===== src/mips_pkg.sv =====
package mips_pkg;

    localparam int word_w    = 32; // data and address width
    localparam int reg_sel_w = 5;  // register select width

    typedef enum logic [5:0] {
        op_special = 6'h00, // R-type, see funct
        op_j       = 6'h02,
        op_beq     = 6'h04,
        op_bne     = 6'h05,
        op_addiu   = 6'h09,
        op_slti    = 6'h0a,
        op_andi    = 6'h0c,
        op_ori     = 6'h0d,
        op_xori    = 6'h0e,
        op_lui     = 6'h0f,
        op_sb      = 6'h28,
        op_lw      = 6'h23,
        op_lbu     = 6'h24,
        op_sw      = 6'h2b
    } opcode_t;

    typedef enum logic [5:0] {
        fn_sll  = 6'h00,
        fn_srl  = 6'h02,
        fn_sra  = 6'h03,
        fn_jr   = 6'h08,
        fn_addu = 6'h21,
        fn_subu = 6'h23,
        fn_and  = 6'h24,
        fn_or   = 6'h25,
        fn_xor  = 6'h26,
        fn_slt  = 6'h2a,
        fn_sltu = 6'h2b
    } funct_t;

    typedef enum logic [3:0] {
        alu_add,
        alu_sub,
        alu_and,
        alu_or,
        alu_xor,
        alu_slt,
        alu_sltu,
        alu_sll,
        alu_srl,
        alu_sra,
        alu_lui
    } alu_op_t;

    typedef enum logic [2:0] {
        st_fetch,
        st_decode,
        st_execute,
        st_memory,
        st_writeback,
        st_halted
    } state_t;

endpackage


===== src/mips_alu.sv =====
module mips_alu (
    input  mips_pkg::alu_op_t              op,
    input  logic [mips_pkg::word_w-1:0]    a,
    input  logic [mips_pkg::word_w-1:0]    b,
    input  logic [mips_pkg::reg_sel_w-1:0] shamt,
    output logic [mips_pkg::word_w-1:0]    result,
    output logic                           zero
);
    import mips_pkg::*;

    always_comb begin
        case (op)
            alu_add:  result = a + b;
            alu_sub:  result = a - b;
            alu_and:  result = a & b;
            alu_or:   result = a | b;
            alu_xor:  result = a ^ b;
            alu_slt:  result = {{(word_w - 1){1'b0}}, $signed(a) < $signed(b)};
            alu_sltu: result = {{(word_w - 1){1'b0}}, a < b};
            alu_sll:  result = b << shamt; // shifts take the value from b
            alu_srl:  result = b >> shamt;
            alu_sra:  result = $unsigned($signed(b) >>> shamt);
            alu_lui:  result = b << 16;     // immediate to the upper half
            default:  result = a + b;
        endcase
    end

    assign zero = (result == '0); // beq and bne compare through subtract

endmodule


===== src/mips_control.sv =====
module mips_control (
    input  logic                        clk,
    input  logic                        arst_n,
    input  logic [mips_pkg::word_w-1:0] instr,
    input  logic                        alu_zero,
    input  logic                        rs_is_zero,
    input  logic                        waitrequest,
    output logic                        read,
    output logic                        write,
    output logic                        active,
    output logic                        pc_load,
    output logic                        ir_load,
    output logic                        mdr_load,
    output logic                        reg_write,
    output logic                        mem_to_reg,
    output logic                        alu_src_imm,
    output logic                        alu_src_shamt,
    output logic                        dest_rt,
    output logic                        branch_taken_en,
    output logic                        jump_en,
    output logic                        jump_reg,
    output logic                        byte_access,
    output logic                        addr_from_alu,
    output mips_pkg::alu_op_t           alu_op
);
    import mips_pkg::*;

    state_t  state;
    state_t  state_next;
    opcode_t opcode;
    funct_t  funct;
    logic    is_load;
    logic    is_store;
    logic    is_branch;
    logic    is_j;
    logic    is_jr;
    logic    writes_reg;
    logic    branch_cond;

    assign opcode = opcode_t'(instr[31:26]);
    assign funct  = funct_t'(instr[5:0]);

    // instruction decode, independent of state
    always_comb begin
        alu_op        = alu_add;
        alu_src_imm   = 1'b1;
        alu_src_shamt = 1'b0;
        dest_rt       = 1'b1;
        byte_access   = 1'b0;
        is_load       = 1'b0;
        is_store      = 1'b0;
        is_branch     = 1'b0;
        is_j          = 1'b0;
        is_jr         = 1'b0;
        writes_reg    = 1'b0;
        case (opcode)
            op_special: begin
                alu_src_imm = 1'b0;
                dest_rt     = 1'b0; // R-type writes rd
                writes_reg  = 1'b1;
                case (funct)
                    fn_sll: begin
                        alu_op        = alu_sll;
                        alu_src_shamt = 1'b1;
                    end
                    fn_srl: begin
                        alu_op        = alu_srl;
                        alu_src_shamt = 1'b1;
                    end
                    fn_sra: begin
                        alu_op        = alu_sra;
                        alu_src_shamt = 1'b1;
                    end
                    fn_jr: begin
                        is_jr      = 1'b1;
                        writes_reg = 1'b0;
                    end
                    fn_addu: alu_op = alu_add;
                    fn_subu: alu_op = alu_sub;
                    fn_and:  alu_op = alu_and;
                    fn_or:   alu_op = alu_or;
                    fn_xor:  alu_op = alu_xor;
                    fn_slt:  alu_op = alu_slt;
                    fn_sltu: alu_op = alu_sltu;
                    default: writes_reg = 1'b0; // unsupported funct runs as a nop
                endcase
            end
            op_j: is_j = 1'b1;
            op_beq, op_bne: begin
                alu_op      = alu_sub;
                alu_src_imm = 1'b0;
                is_branch   = 1'b1;
            end
            op_addiu: writes_reg = 1'b1;
            op_slti: begin
                alu_op     = alu_slt;
                writes_reg = 1'b1;
            end
            op_andi: begin
                alu_op     = alu_and;
                writes_reg = 1'b1;
            end
            op_ori: begin
                alu_op     = alu_or;
                writes_reg = 1'b1;
            end
            op_xori: begin
                alu_op     = alu_xor;
                writes_reg = 1'b1;
            end
            op_lui: begin
                alu_op     = alu_lui;
                writes_reg = 1'b1;
            end
            op_lw:  is_load = 1'b1;
            op_lbu: begin
                is_load     = 1'b1;
                byte_access = 1'b1;
            end
            op_sw:  is_store = 1'b1;
            op_sb: begin
                is_store    = 1'b1;
                byte_access = 1'b1;
            end
            default: ;
        endcase
    end

    assign mem_to_reg  = is_load;
    assign branch_cond = (opcode == op_beq) ? alu_zero : !alu_zero;

    // sequencing and bus strobes
    always_comb begin
        state_next      = state;
        read            = 1'b0;
        write           = 1'b0;
        pc_load         = 1'b0;
        ir_load         = 1'b0;
        mdr_load        = 1'b0;
        reg_write       = 1'b0;
        addr_from_alu   = 1'b0;
        branch_taken_en = 1'b0;
        jump_en         = 1'b0;
        jump_reg        = 1'b0;
        case (state)
            st_fetch: begin
                read = active; // idle until the first edge after reset
                if (active && !waitrequest) begin
                    ir_load    = 1'b1;
                    pc_load    = 1'b1; // pc + 4
                    state_next = st_decode;
                end
            end
            st_decode: state_next = st_execute;
            st_execute: begin
                state_next = st_fetch;
                if (is_load || is_store) begin
                    state_next = st_memory;
                end else if (writes_reg) begin
                    state_next = st_writeback;
                end else if (is_jr) begin
                    if (rs_is_zero) begin
                        state_next = st_halted; // jr $zero ends the program
                    end else begin
                        jump_reg = 1'b1;
                        pc_load  = 1'b1;
                    end
                end else if (is_j) begin
                    jump_en = 1'b1;
                    pc_load = 1'b1;
                end else if (is_branch) begin
                    branch_taken_en = 1'b1;
                    pc_load         = branch_cond;
                end
            end
            st_memory: begin
                addr_from_alu = 1'b1;
                read          = is_load;
                write         = is_store;
                if (!waitrequest) begin
                    mdr_load   = is_load;
                    state_next = is_load ? st_writeback : st_fetch;
                end
            end
            st_writeback: begin
                reg_write  = 1'b1;
                state_next = st_fetch;
            end
            st_halted: ;
            default: state_next = st_fetch;
        endcase
    end

    always_ff @(posedge clk or negedge arst_n) begin
        if (!arst_n) begin
            state  <= st_fetch;
            active <= 1'b0;
        end else begin
            state  <= state_next;
            active <= (state_next != st_halted); // drops with the halt
        end
    end

    a_rd_wr_excl: assert property (@(posedge clk) disable iff (!arst_n)
        !(read && write));

    a_halt_sticky: assert property (@(posedge clk) disable iff (!arst_n)
        state == st_halted |=> state == st_halted);

    a_read_state: assert property (@(posedge clk) disable iff (!arst_n)
        read |-> state inside {st_fetch, st_memory});

endmodule


===== src/mips_cpu.sv =====
module mips_cpu #(
    parameter logic [mips_pkg::word_w-1:0] reset_addr = 32'hBFC0_0000
) (
    input  logic                        clk,
    input  logic                        arst_n,
    input  logic                        waitrequest,
    input  logic [mips_pkg::word_w-1:0] readdata,
    output logic [mips_pkg::word_w-1:0] address,
    output logic                        write,
    output logic                        read,
    output logic [mips_pkg::word_w-1:0] writedata,
    output logic [3:0]                  byteenable,
    output logic                        active,
    output logic [mips_pkg::word_w-1:0] register_v0
);
    import mips_pkg::*;

    logic [word_w-1:0] instr;
    logic              alu_zero;
    logic              rs_is_zero;
    logic              pc_load;
    logic              ir_load;
    logic              mdr_load;
    logic              reg_write;
    logic              mem_to_reg;
    logic              alu_src_imm;
    logic              alu_src_shamt;
    logic              dest_rt;
    logic              branch_taken_en;
    logic              jump_en;
    logic              jump_reg;
    logic              byte_access;
    logic              addr_from_alu;
    alu_op_t           alu_op;

    mips_control control_inst (
        .clk             (clk),
        .arst_n          (arst_n),
        .instr           (instr),
        .alu_zero        (alu_zero),
        .rs_is_zero      (rs_is_zero),
        .waitrequest     (waitrequest),
        .read            (read),
        .write           (write),
        .active          (active),
        .pc_load         (pc_load),
        .ir_load         (ir_load),
        .mdr_load        (mdr_load),
        .reg_write       (reg_write),
        .mem_to_reg      (mem_to_reg),
        .alu_src_imm     (alu_src_imm),
        .alu_src_shamt   (alu_src_shamt),
        .dest_rt         (dest_rt),
        .branch_taken_en (branch_taken_en),
        .jump_en         (jump_en),
        .jump_reg        (jump_reg),
        .byte_access     (byte_access),
        .addr_from_alu   (addr_from_alu),
        .alu_op          (alu_op)
    );

    mips_datapath #(
        .reset_addr (reset_addr)
    ) datapath_inst (
        .clk             (clk),
        .arst_n          (arst_n),
        .readdata        (readdata),
        .pc_load         (pc_load),
        .ir_load         (ir_load),
        .mdr_load        (mdr_load),
        .reg_write       (reg_write),
        .mem_to_reg      (mem_to_reg),
        .alu_src_imm     (alu_src_imm),
        .alu_src_shamt   (alu_src_shamt),
        .dest_rt         (dest_rt),
        .branch_taken_en (branch_taken_en),
        .jump_en         (jump_en),
        .jump_reg        (jump_reg),
        .byte_access     (byte_access),
        .addr_from_alu   (addr_from_alu),
        .alu_op          (alu_op),
        .address         (address),
        .writedata       (writedata),
        .byteenable      (byteenable),
        .instr           (instr),
        .alu_zero        (alu_zero),
        .rs_is_zero      (rs_is_zero),
        .register_v0     (register_v0)
    );

endmodule


===== src/mips_datapath.sv =====
module mips_datapath #(
    parameter logic [mips_pkg::word_w-1:0] reset_addr = 32'hBFC0_0000
) (
    input  logic                        clk,
    input  logic                        arst_n,
    input  logic [mips_pkg::word_w-1:0] readdata,
    input  logic                        pc_load,
    input  logic                        ir_load,
    input  logic                        mdr_load,
    input  logic                        reg_write,
    input  logic                        mem_to_reg,
    input  logic                        alu_src_imm,
    input  logic                        alu_src_shamt,
    input  logic                        dest_rt,
    input  logic                        branch_taken_en,
    input  logic                        jump_en,
    input  logic                        jump_reg,
    input  logic                        byte_access,
    input  logic                        addr_from_alu,
    input  mips_pkg::alu_op_t           alu_op,
    output logic [mips_pkg::word_w-1:0] address,
    output logic [mips_pkg::word_w-1:0] writedata,
    output logic [3:0]                  byteenable,
    output logic [mips_pkg::word_w-1:0] instr,
    output logic                        alu_zero,
    output logic                        rs_is_zero,
    output logic [mips_pkg::word_w-1:0] register_v0
);
    import mips_pkg::*;

    logic [word_w-1:0]    pc;
    logic [word_w-1:0]    pc_next;
    logic [word_w-1:0]    mdr;
    logic [word_w-1:0]    alu_out;
    logic [word_w-1:0]    alu_result;
    logic [word_w-1:0]    rs_data;
    logic [word_w-1:0]    rt_data;
    logic [word_w-1:0]    alu_b;
    logic [word_w-1:0]    imm_ext;
    logic [word_w-1:0]    wb_data;
    logic [word_w-1:0]    mem_addr;
    logic [word_w-1:0]    branch_target;
    logic [word_w-1:0]    jump_target;
    logic [reg_sel_w-1:0] write_sel;
    logic [reg_sel_w-1:0] shamt;
    logic [1:0]           byte_sel;
    logic [7:0]           load_byte;
    logic                 imm_zero_ext;

    // logical immediates are zero-extended, all others sign-extended
    assign imm_zero_ext = alu_op inside {alu_and, alu_or, alu_xor};
    assign imm_ext      = imm_zero_ext ? {16'b0, instr[15:0]} : {{16{instr[15]}}, instr[15:0]};

    assign alu_b      = alu_src_imm ? imm_ext : rt_data;
    assign shamt      = alu_src_shamt ? instr[10:6] : '0;
    assign write_sel  = dest_rt ? instr[20:16] : instr[15:11];
    assign wb_data    = mem_to_reg ? mdr : alu_out;
    assign rs_is_zero = (rs_data == '0);

    // pc already holds pc + 4 when a branch or jump executes
    assign branch_target = pc + {imm_ext[29:0], 2'b00};
    assign jump_target   = {pc[31:28], instr[25:0], 2'b00};

    always_comb begin
        if (jump_reg) begin
            pc_next = rs_data;
        end else if (jump_en) begin
            pc_next = jump_target;
        end else if (branch_taken_en) begin
            pc_next = branch_target;
        end else begin
            pc_next = pc + 32'd4;
        end
    end

    // bus side: word address plus byte lanes
    assign mem_addr   = addr_from_alu ? alu_out : pc;
    assign byte_sel   = mem_addr[1:0];
    assign address    = {mem_addr[31:2], 2'b00};
    assign byteenable = (byte_access && addr_from_alu) ? (4'b0001 << byte_sel) : 4'b1111;
    assign writedata  = byte_access ? {4{rt_data[7:0]}} : rt_data; // sb on every lane
    assign load_byte  = readdata[8 * byte_sel +: 8];

    always_ff @(posedge clk or negedge arst_n) begin
        if (!arst_n) begin
            pc    <= reset_addr;
            instr <= '0;
        end else begin
            if (pc_load) begin
                pc <= pc_next;
            end
            if (ir_load) begin
                instr <= readdata;
            end
        end
    end

    always_ff @(posedge clk) begin
        alu_out <= alu_result;
        if (mdr_load) begin
            mdr <= byte_access ? {24'b0, load_byte} : readdata; // lbu zero-extends
        end
    end

    mips_regfile regfile_inst (
        .clk         (clk),
        .arst_n      (arst_n),
        .read_sel_a  (instr[25:21]),
        .read_sel_b  (instr[20:16]),
        .write_sel   (write_sel),
        .write_en    (reg_write),
        .write_data  (wb_data),
        .read_data_a (rs_data),
        .read_data_b (rt_data),
        .register_v0 (register_v0)
    );

    mips_alu alu_inst (
        .op     (alu_op),
        .a      (rs_data),
        .b      (alu_b),
        .shamt  (shamt),
        .result (alu_result),
        .zero   (alu_zero)
    );

    a_fetch_aligned: assert property (@(posedge clk) disable iff (!arst_n)
        ir_load |-> pc[1:0] == 2'b00);

endmodule


===== src/mips_regfile.sv =====
module mips_regfile (
    input  logic                           clk,
    input  logic                           arst_n,
    input  logic [mips_pkg::reg_sel_w-1:0] read_sel_a,
    input  logic [mips_pkg::reg_sel_w-1:0] read_sel_b,
    input  logic [mips_pkg::reg_sel_w-1:0] write_sel,
    input  logic                           write_en,
    input  logic [mips_pkg::word_w-1:0]    write_data,
    output logic [mips_pkg::word_w-1:0]    read_data_a,
    output logic [mips_pkg::word_w-1:0]    read_data_b,
    output logic [mips_pkg::word_w-1:0]    register_v0
);
    import mips_pkg::*;

    logic [word_w-1:0] regs [1:31]; // $zero has no storage

    always_ff @(posedge clk or negedge arst_n) begin
        if (!arst_n) begin
            for (int i = 1; i < 32; i++) begin
                regs[i] <= '0;
            end
        end else if (write_en && write_sel != '0) begin // writes to $zero are dropped
            regs[write_sel] <= write_data;
        end
    end

    assign read_data_a = (read_sel_a == '0) ? '0 : regs[read_sel_a];
    assign read_data_b = (read_sel_b == '0) ? '0 : regs[read_sel_b];
    assign register_v0 = regs[2]; // $v0 for the testbench

endmodule


===== config.mk =====
export PLATFORM = sky130hd
export DESIGN_NAME = mips_cpu
export DESIGN_NICKNAME = d
export VERILOG_FILES = /design/src/mips_pkg.sv /design/src/mips_alu.sv /design/src/mips_control.sv /design/src/mips_cpu.sv /design/src/mips_datapath.sv /design/src/mips_regfile.sv
export SDC_FILE = /design/constraint.sdc
export NUM_CORES = 2
export LEC_CHECK = 0
export BUFFER_PORTS_ARGS = -buffer_cell sky130_fd_sc_hd__buf_2
export CORE_MARGIN = 2
export CORE_UTILIZATION = 50
export CTS_CLUSTER_DIAMETER = 60
export DETAILED_ROUTE_END_ITERATION = 7
export GPL_TIMING_DRIVEN = 1
export MAX_ROUTING_LAYER = met4
export PLACE_DENSITY = 0.64
export REMOVE_ABC_BUFFERS = 1
export SYNTH_ARGS = -nofsm -noshare
export SYNTH_HDL_FRONTEND = slang
export SYNTH_SLANG_ARGS = --single-unit
export TNS_END_PERCENT = 10

===== constraint.sdc =====
create_clock -name clk -period 13.4 [get_ports clk]
set_input_delay 1.34 -clock clk [delete_from_list [all_inputs] [get_ports clk]]
set_output_delay 1.34 -clock clk [all_outputs]
set_load 0.01 [all_outputs]

==> impl_metrics.ini <==
[outcome]
status = finished clean

[logic_synthesis]
synth_area_leaders = dfrtp_1, mux4_2, a21oi_1, o21ai_0, nand2_1
ys_seq_elements = 1124
yosysSeqAreaShare_pct = 40.11
synth.distinct_cells = 113
async_flop_share_pct = 94.31
syn_area_per_cell_um2 = 9.707
synth_area_leader_cell = dfrtp_1
yosysWarnings = 0
synth_area_mm2 = 0.07015
yosysMostFrequentCell = dfrtp_1
synth_edf_count = 32
yosys-top-cells-count = dfrtp_1, nand2_1, nor2_1, a21oi_1, o21ai_0
synthFlopType = dfrtp_1
synth_cells = 7227
synth_top_area_share_pct = 37.49

[timing]
slew_viol_final = 0
rsz0062_at_grt = no
fmax_ghz = 0.08736
worst_slew_pin_slew_ps = 1437
setup_violations = 0
hold_ws_ps = 497.3
maxSlewHeadroom_pct = 3.011
fin_crit_sh_pct = 85.42
hold_viol = 0
period_minus_slack_ps = 11450
fin_ws_ps = 1953
worst_clock_skew_ps = 56.19

[layout]
area_growth_pct = 10.59
drive_above_1_share_pct = 19.44
stdcell_area_mm2 = 0.07758
fin_nets = 7220
layoutNonFillerInstCount = 9056

[power_and_ir_drop]
ir_drop_uv = 154.3
p_sw_share_pct = 51.00
comb_power_share_pct = 57.3
intPower_w = 0.01116
p_seq_share_pct = 25.7
cellPowerDensity_mw_per_mm2 = 293.6
power_switching_w = 0.01162
p_leak_nw = 33.49
pwr-share-clk_pct = 17.0

[worst_setup_path]
worstSetupPathType = register to register
required_ps = 14070
arrival_ps = 12120
startpoint_type = register
path_max_fanout = 53
cp-end-kind = register

[floorplan]
core_area_mm2 = 0.1394
die_w_um = 378.6
rows = 137
fp.dieArea_mm2 = 0.1433
start_util_pct = 50.34
die_y_um = 378.6
ios = 138

[drt]
routedWlPerCell_um = 37.54
vias = 64597
drc = 0
viasPerCell = 7.133
antenna_left = 0
routed_wl_um = 339900
dr.pass1.iters = 6
drtIter0Drc = 9600

[cts]
clk_pin_slew_ps = 60
cts_root_buf = clkbuf_16
postCtsHoldBufs = 0
cts_tree = done
cts_sinks = 1124
post_cts_resized = 0
clkLatencyLatePin_ps = 800
clock_path_buffers = 3
numCtsBuffers = 133
htree_levels = 4
post_cts_buffers = 0

[hold_path]
hp-class = register to register

[placement]
dpl-instance-area_mm2 = 0.07280
dpl_worst_slack_ps = 2424
place_congestion = 1.111
hpwl_um = 236200
port_buffers = 135
dp_cells = 8797

[grt]
grt_use_total_pct = 48.89
antenna_found_initial = 20
grt_pass1_wl_um = 476800
grt_pass1_vias = 61559
grt_max_degree = 185
overflow = 0

[run]
drv_cap = 0
==> power groups by stage <==
stage / combinational, W / sequential [W] / clock, W
after global placement: 0.0124 / 0.00577 / 0
after global routing: 0.0134 / 0.00596 / 0.00404
after CTS: 0.0125 / 0.00579 / 0.00390
final: 0.0130 / 0.00585 / 0.00388
after floorplan: 0.00712 / 0.00587 / 0
after detailed placement: 0.0124 / 0.00584 / 0
==> worst max-delay path, cell delays in order, from the launching register on <==
cell and delay, ps:
dfrtp_4 1020, buf_4 740, and3b_1 300, buf_4 530, a221oi_1 190, o311ai_1 120, nand2_1 430, o21ai_0 870
inv_1 190, ha_1 450, nand3_1 120, o21ba_2 180, a31oi_1 200, a41oi_1 660, o21ai_0 360, a221oi_1 650
o211ai_1 190, a41o_1 280, a221o_1 350, a221o_1 330, or2_2 270, or4b_2 670, nor4_2 480, a21oi_1 120
and4bb_2 1100, nor2_8 90, mux2_4 340
==> state kept, by name, summed over array words and instances (netlist names) <==
name and flops:
datapath_inst.pc 32, datapath_inst.instr 32, datapath_inst.mdr 32, datapath_inst.regfile_inst.register_v0 32, datapath_inst.alu_out 32, control_inst.state 3
control_inst.active 1, datapath_inst.regfile_inst.regs 960
==> cells in the final DEF (no fill, tap or decap), drive strengths merged, types with 23 or more instances in the layout <==
cell,n
buf,393
and2,51
mux4,415
dfrtp,1051
a22o,40
inv,142
mux2i,205
a22oi,98
a31oi,38
and3,39
clkinv,37
o211ai,66
xnor2,23
o31ai,25
o311ai,26
edfxtp,32
clkbuf,186
o221ai,38
nor2b,46
dfxtp,32
or3,25
ha,126
a21o,38
nand2,791
a221oi,82
nor2,745
nand4,33
nand2b,28
o22ai,85
nand3,113
a211oi,46
mux2,224
o21ai,707
nor3,83
a21oi,706
==> cell type report <==
cell class | instances | area (um^2)
Inverter | 142 | 533.0
Clock inverter | 52 | 874.6
Fill cell | 12062 | 61780
Clock buffer | 186 | 3851
Multi-Input combinational cell | 5262 | 39020
Timing Repair Buffer | 393 | 2735
Antenna cell | 21 | 52.55
Tap cell | 1876 | 2347
Sequential cell | 1124 | 28170
==> through the flow <==
stage          util, %  total power [W]  setup TNS (ps)
2_1_floorplan        -          0.01299         -266740
5_1_grt          55.66          0.02344               0
3_5_place_dp     52.24          0.01828               0
3_3_place_gp     52.24          0.01818               0
6_report         55.67          0.02278               0
4_1_cts          55.63          0.02219               0
==> layer usage <==
layer	vias to the layer above	GRT usage, %	routed length (um)
li1	26317	-	-
met1	32429	62.65	127000
met2	4701	67.31	142600
met3	1150	14.48	43290
met4	0	31.59	27000
met5	-	-	0
==> final timing paths <==
path / from / end / slack, ps / depth (start not counted)
min: datapath_inst.regfile_inst.regs[283] / datapath_inst.regfile_inst.regs[283] / 500 / 2
max reg2reg: datapath_inst.instr[17] / datapath_inst.pc[30] / 1950 / 26
max: datapath_inst.instr[17] / datapath_inst.pc[30] / 1950 / 26
min in group asynchronous: arst_n / datapath_inst.regfile_inst.regs[636] / 650 / 1
max in group asynchronous: arst_n / datapath_inst.regfile_inst.regs[773] / 10130 / 3
min reg2reg: datapath_inst.regfile_inst.regs[283] / datapath_inst.regfile_inst.regs[283] / 500 / 2
==> logic make-up (layout without fill, tap and decap cells) <==
| kind of cell | after synthesis | count (layout) | share of synthesized area (%) |
|---|---|---|---|
| buf+inv | 842 | 773 | 5.169 |
| other cells | 1 | 23 | 0.005345 |
| simple gates | 2045 | 2045 | 12.66 |
| mux | 844 | 844 | 20.02 |
| compound gates | 2201 | 2201 | 19.19 |
| xor+xnor | 41 | 41 | 0.5119 |
| fa+ha+maj | 129 | 129 | 2.333 |
| flops | 1124 | 1124 | 40.11 |
Power figures use the tool's default switching activity.
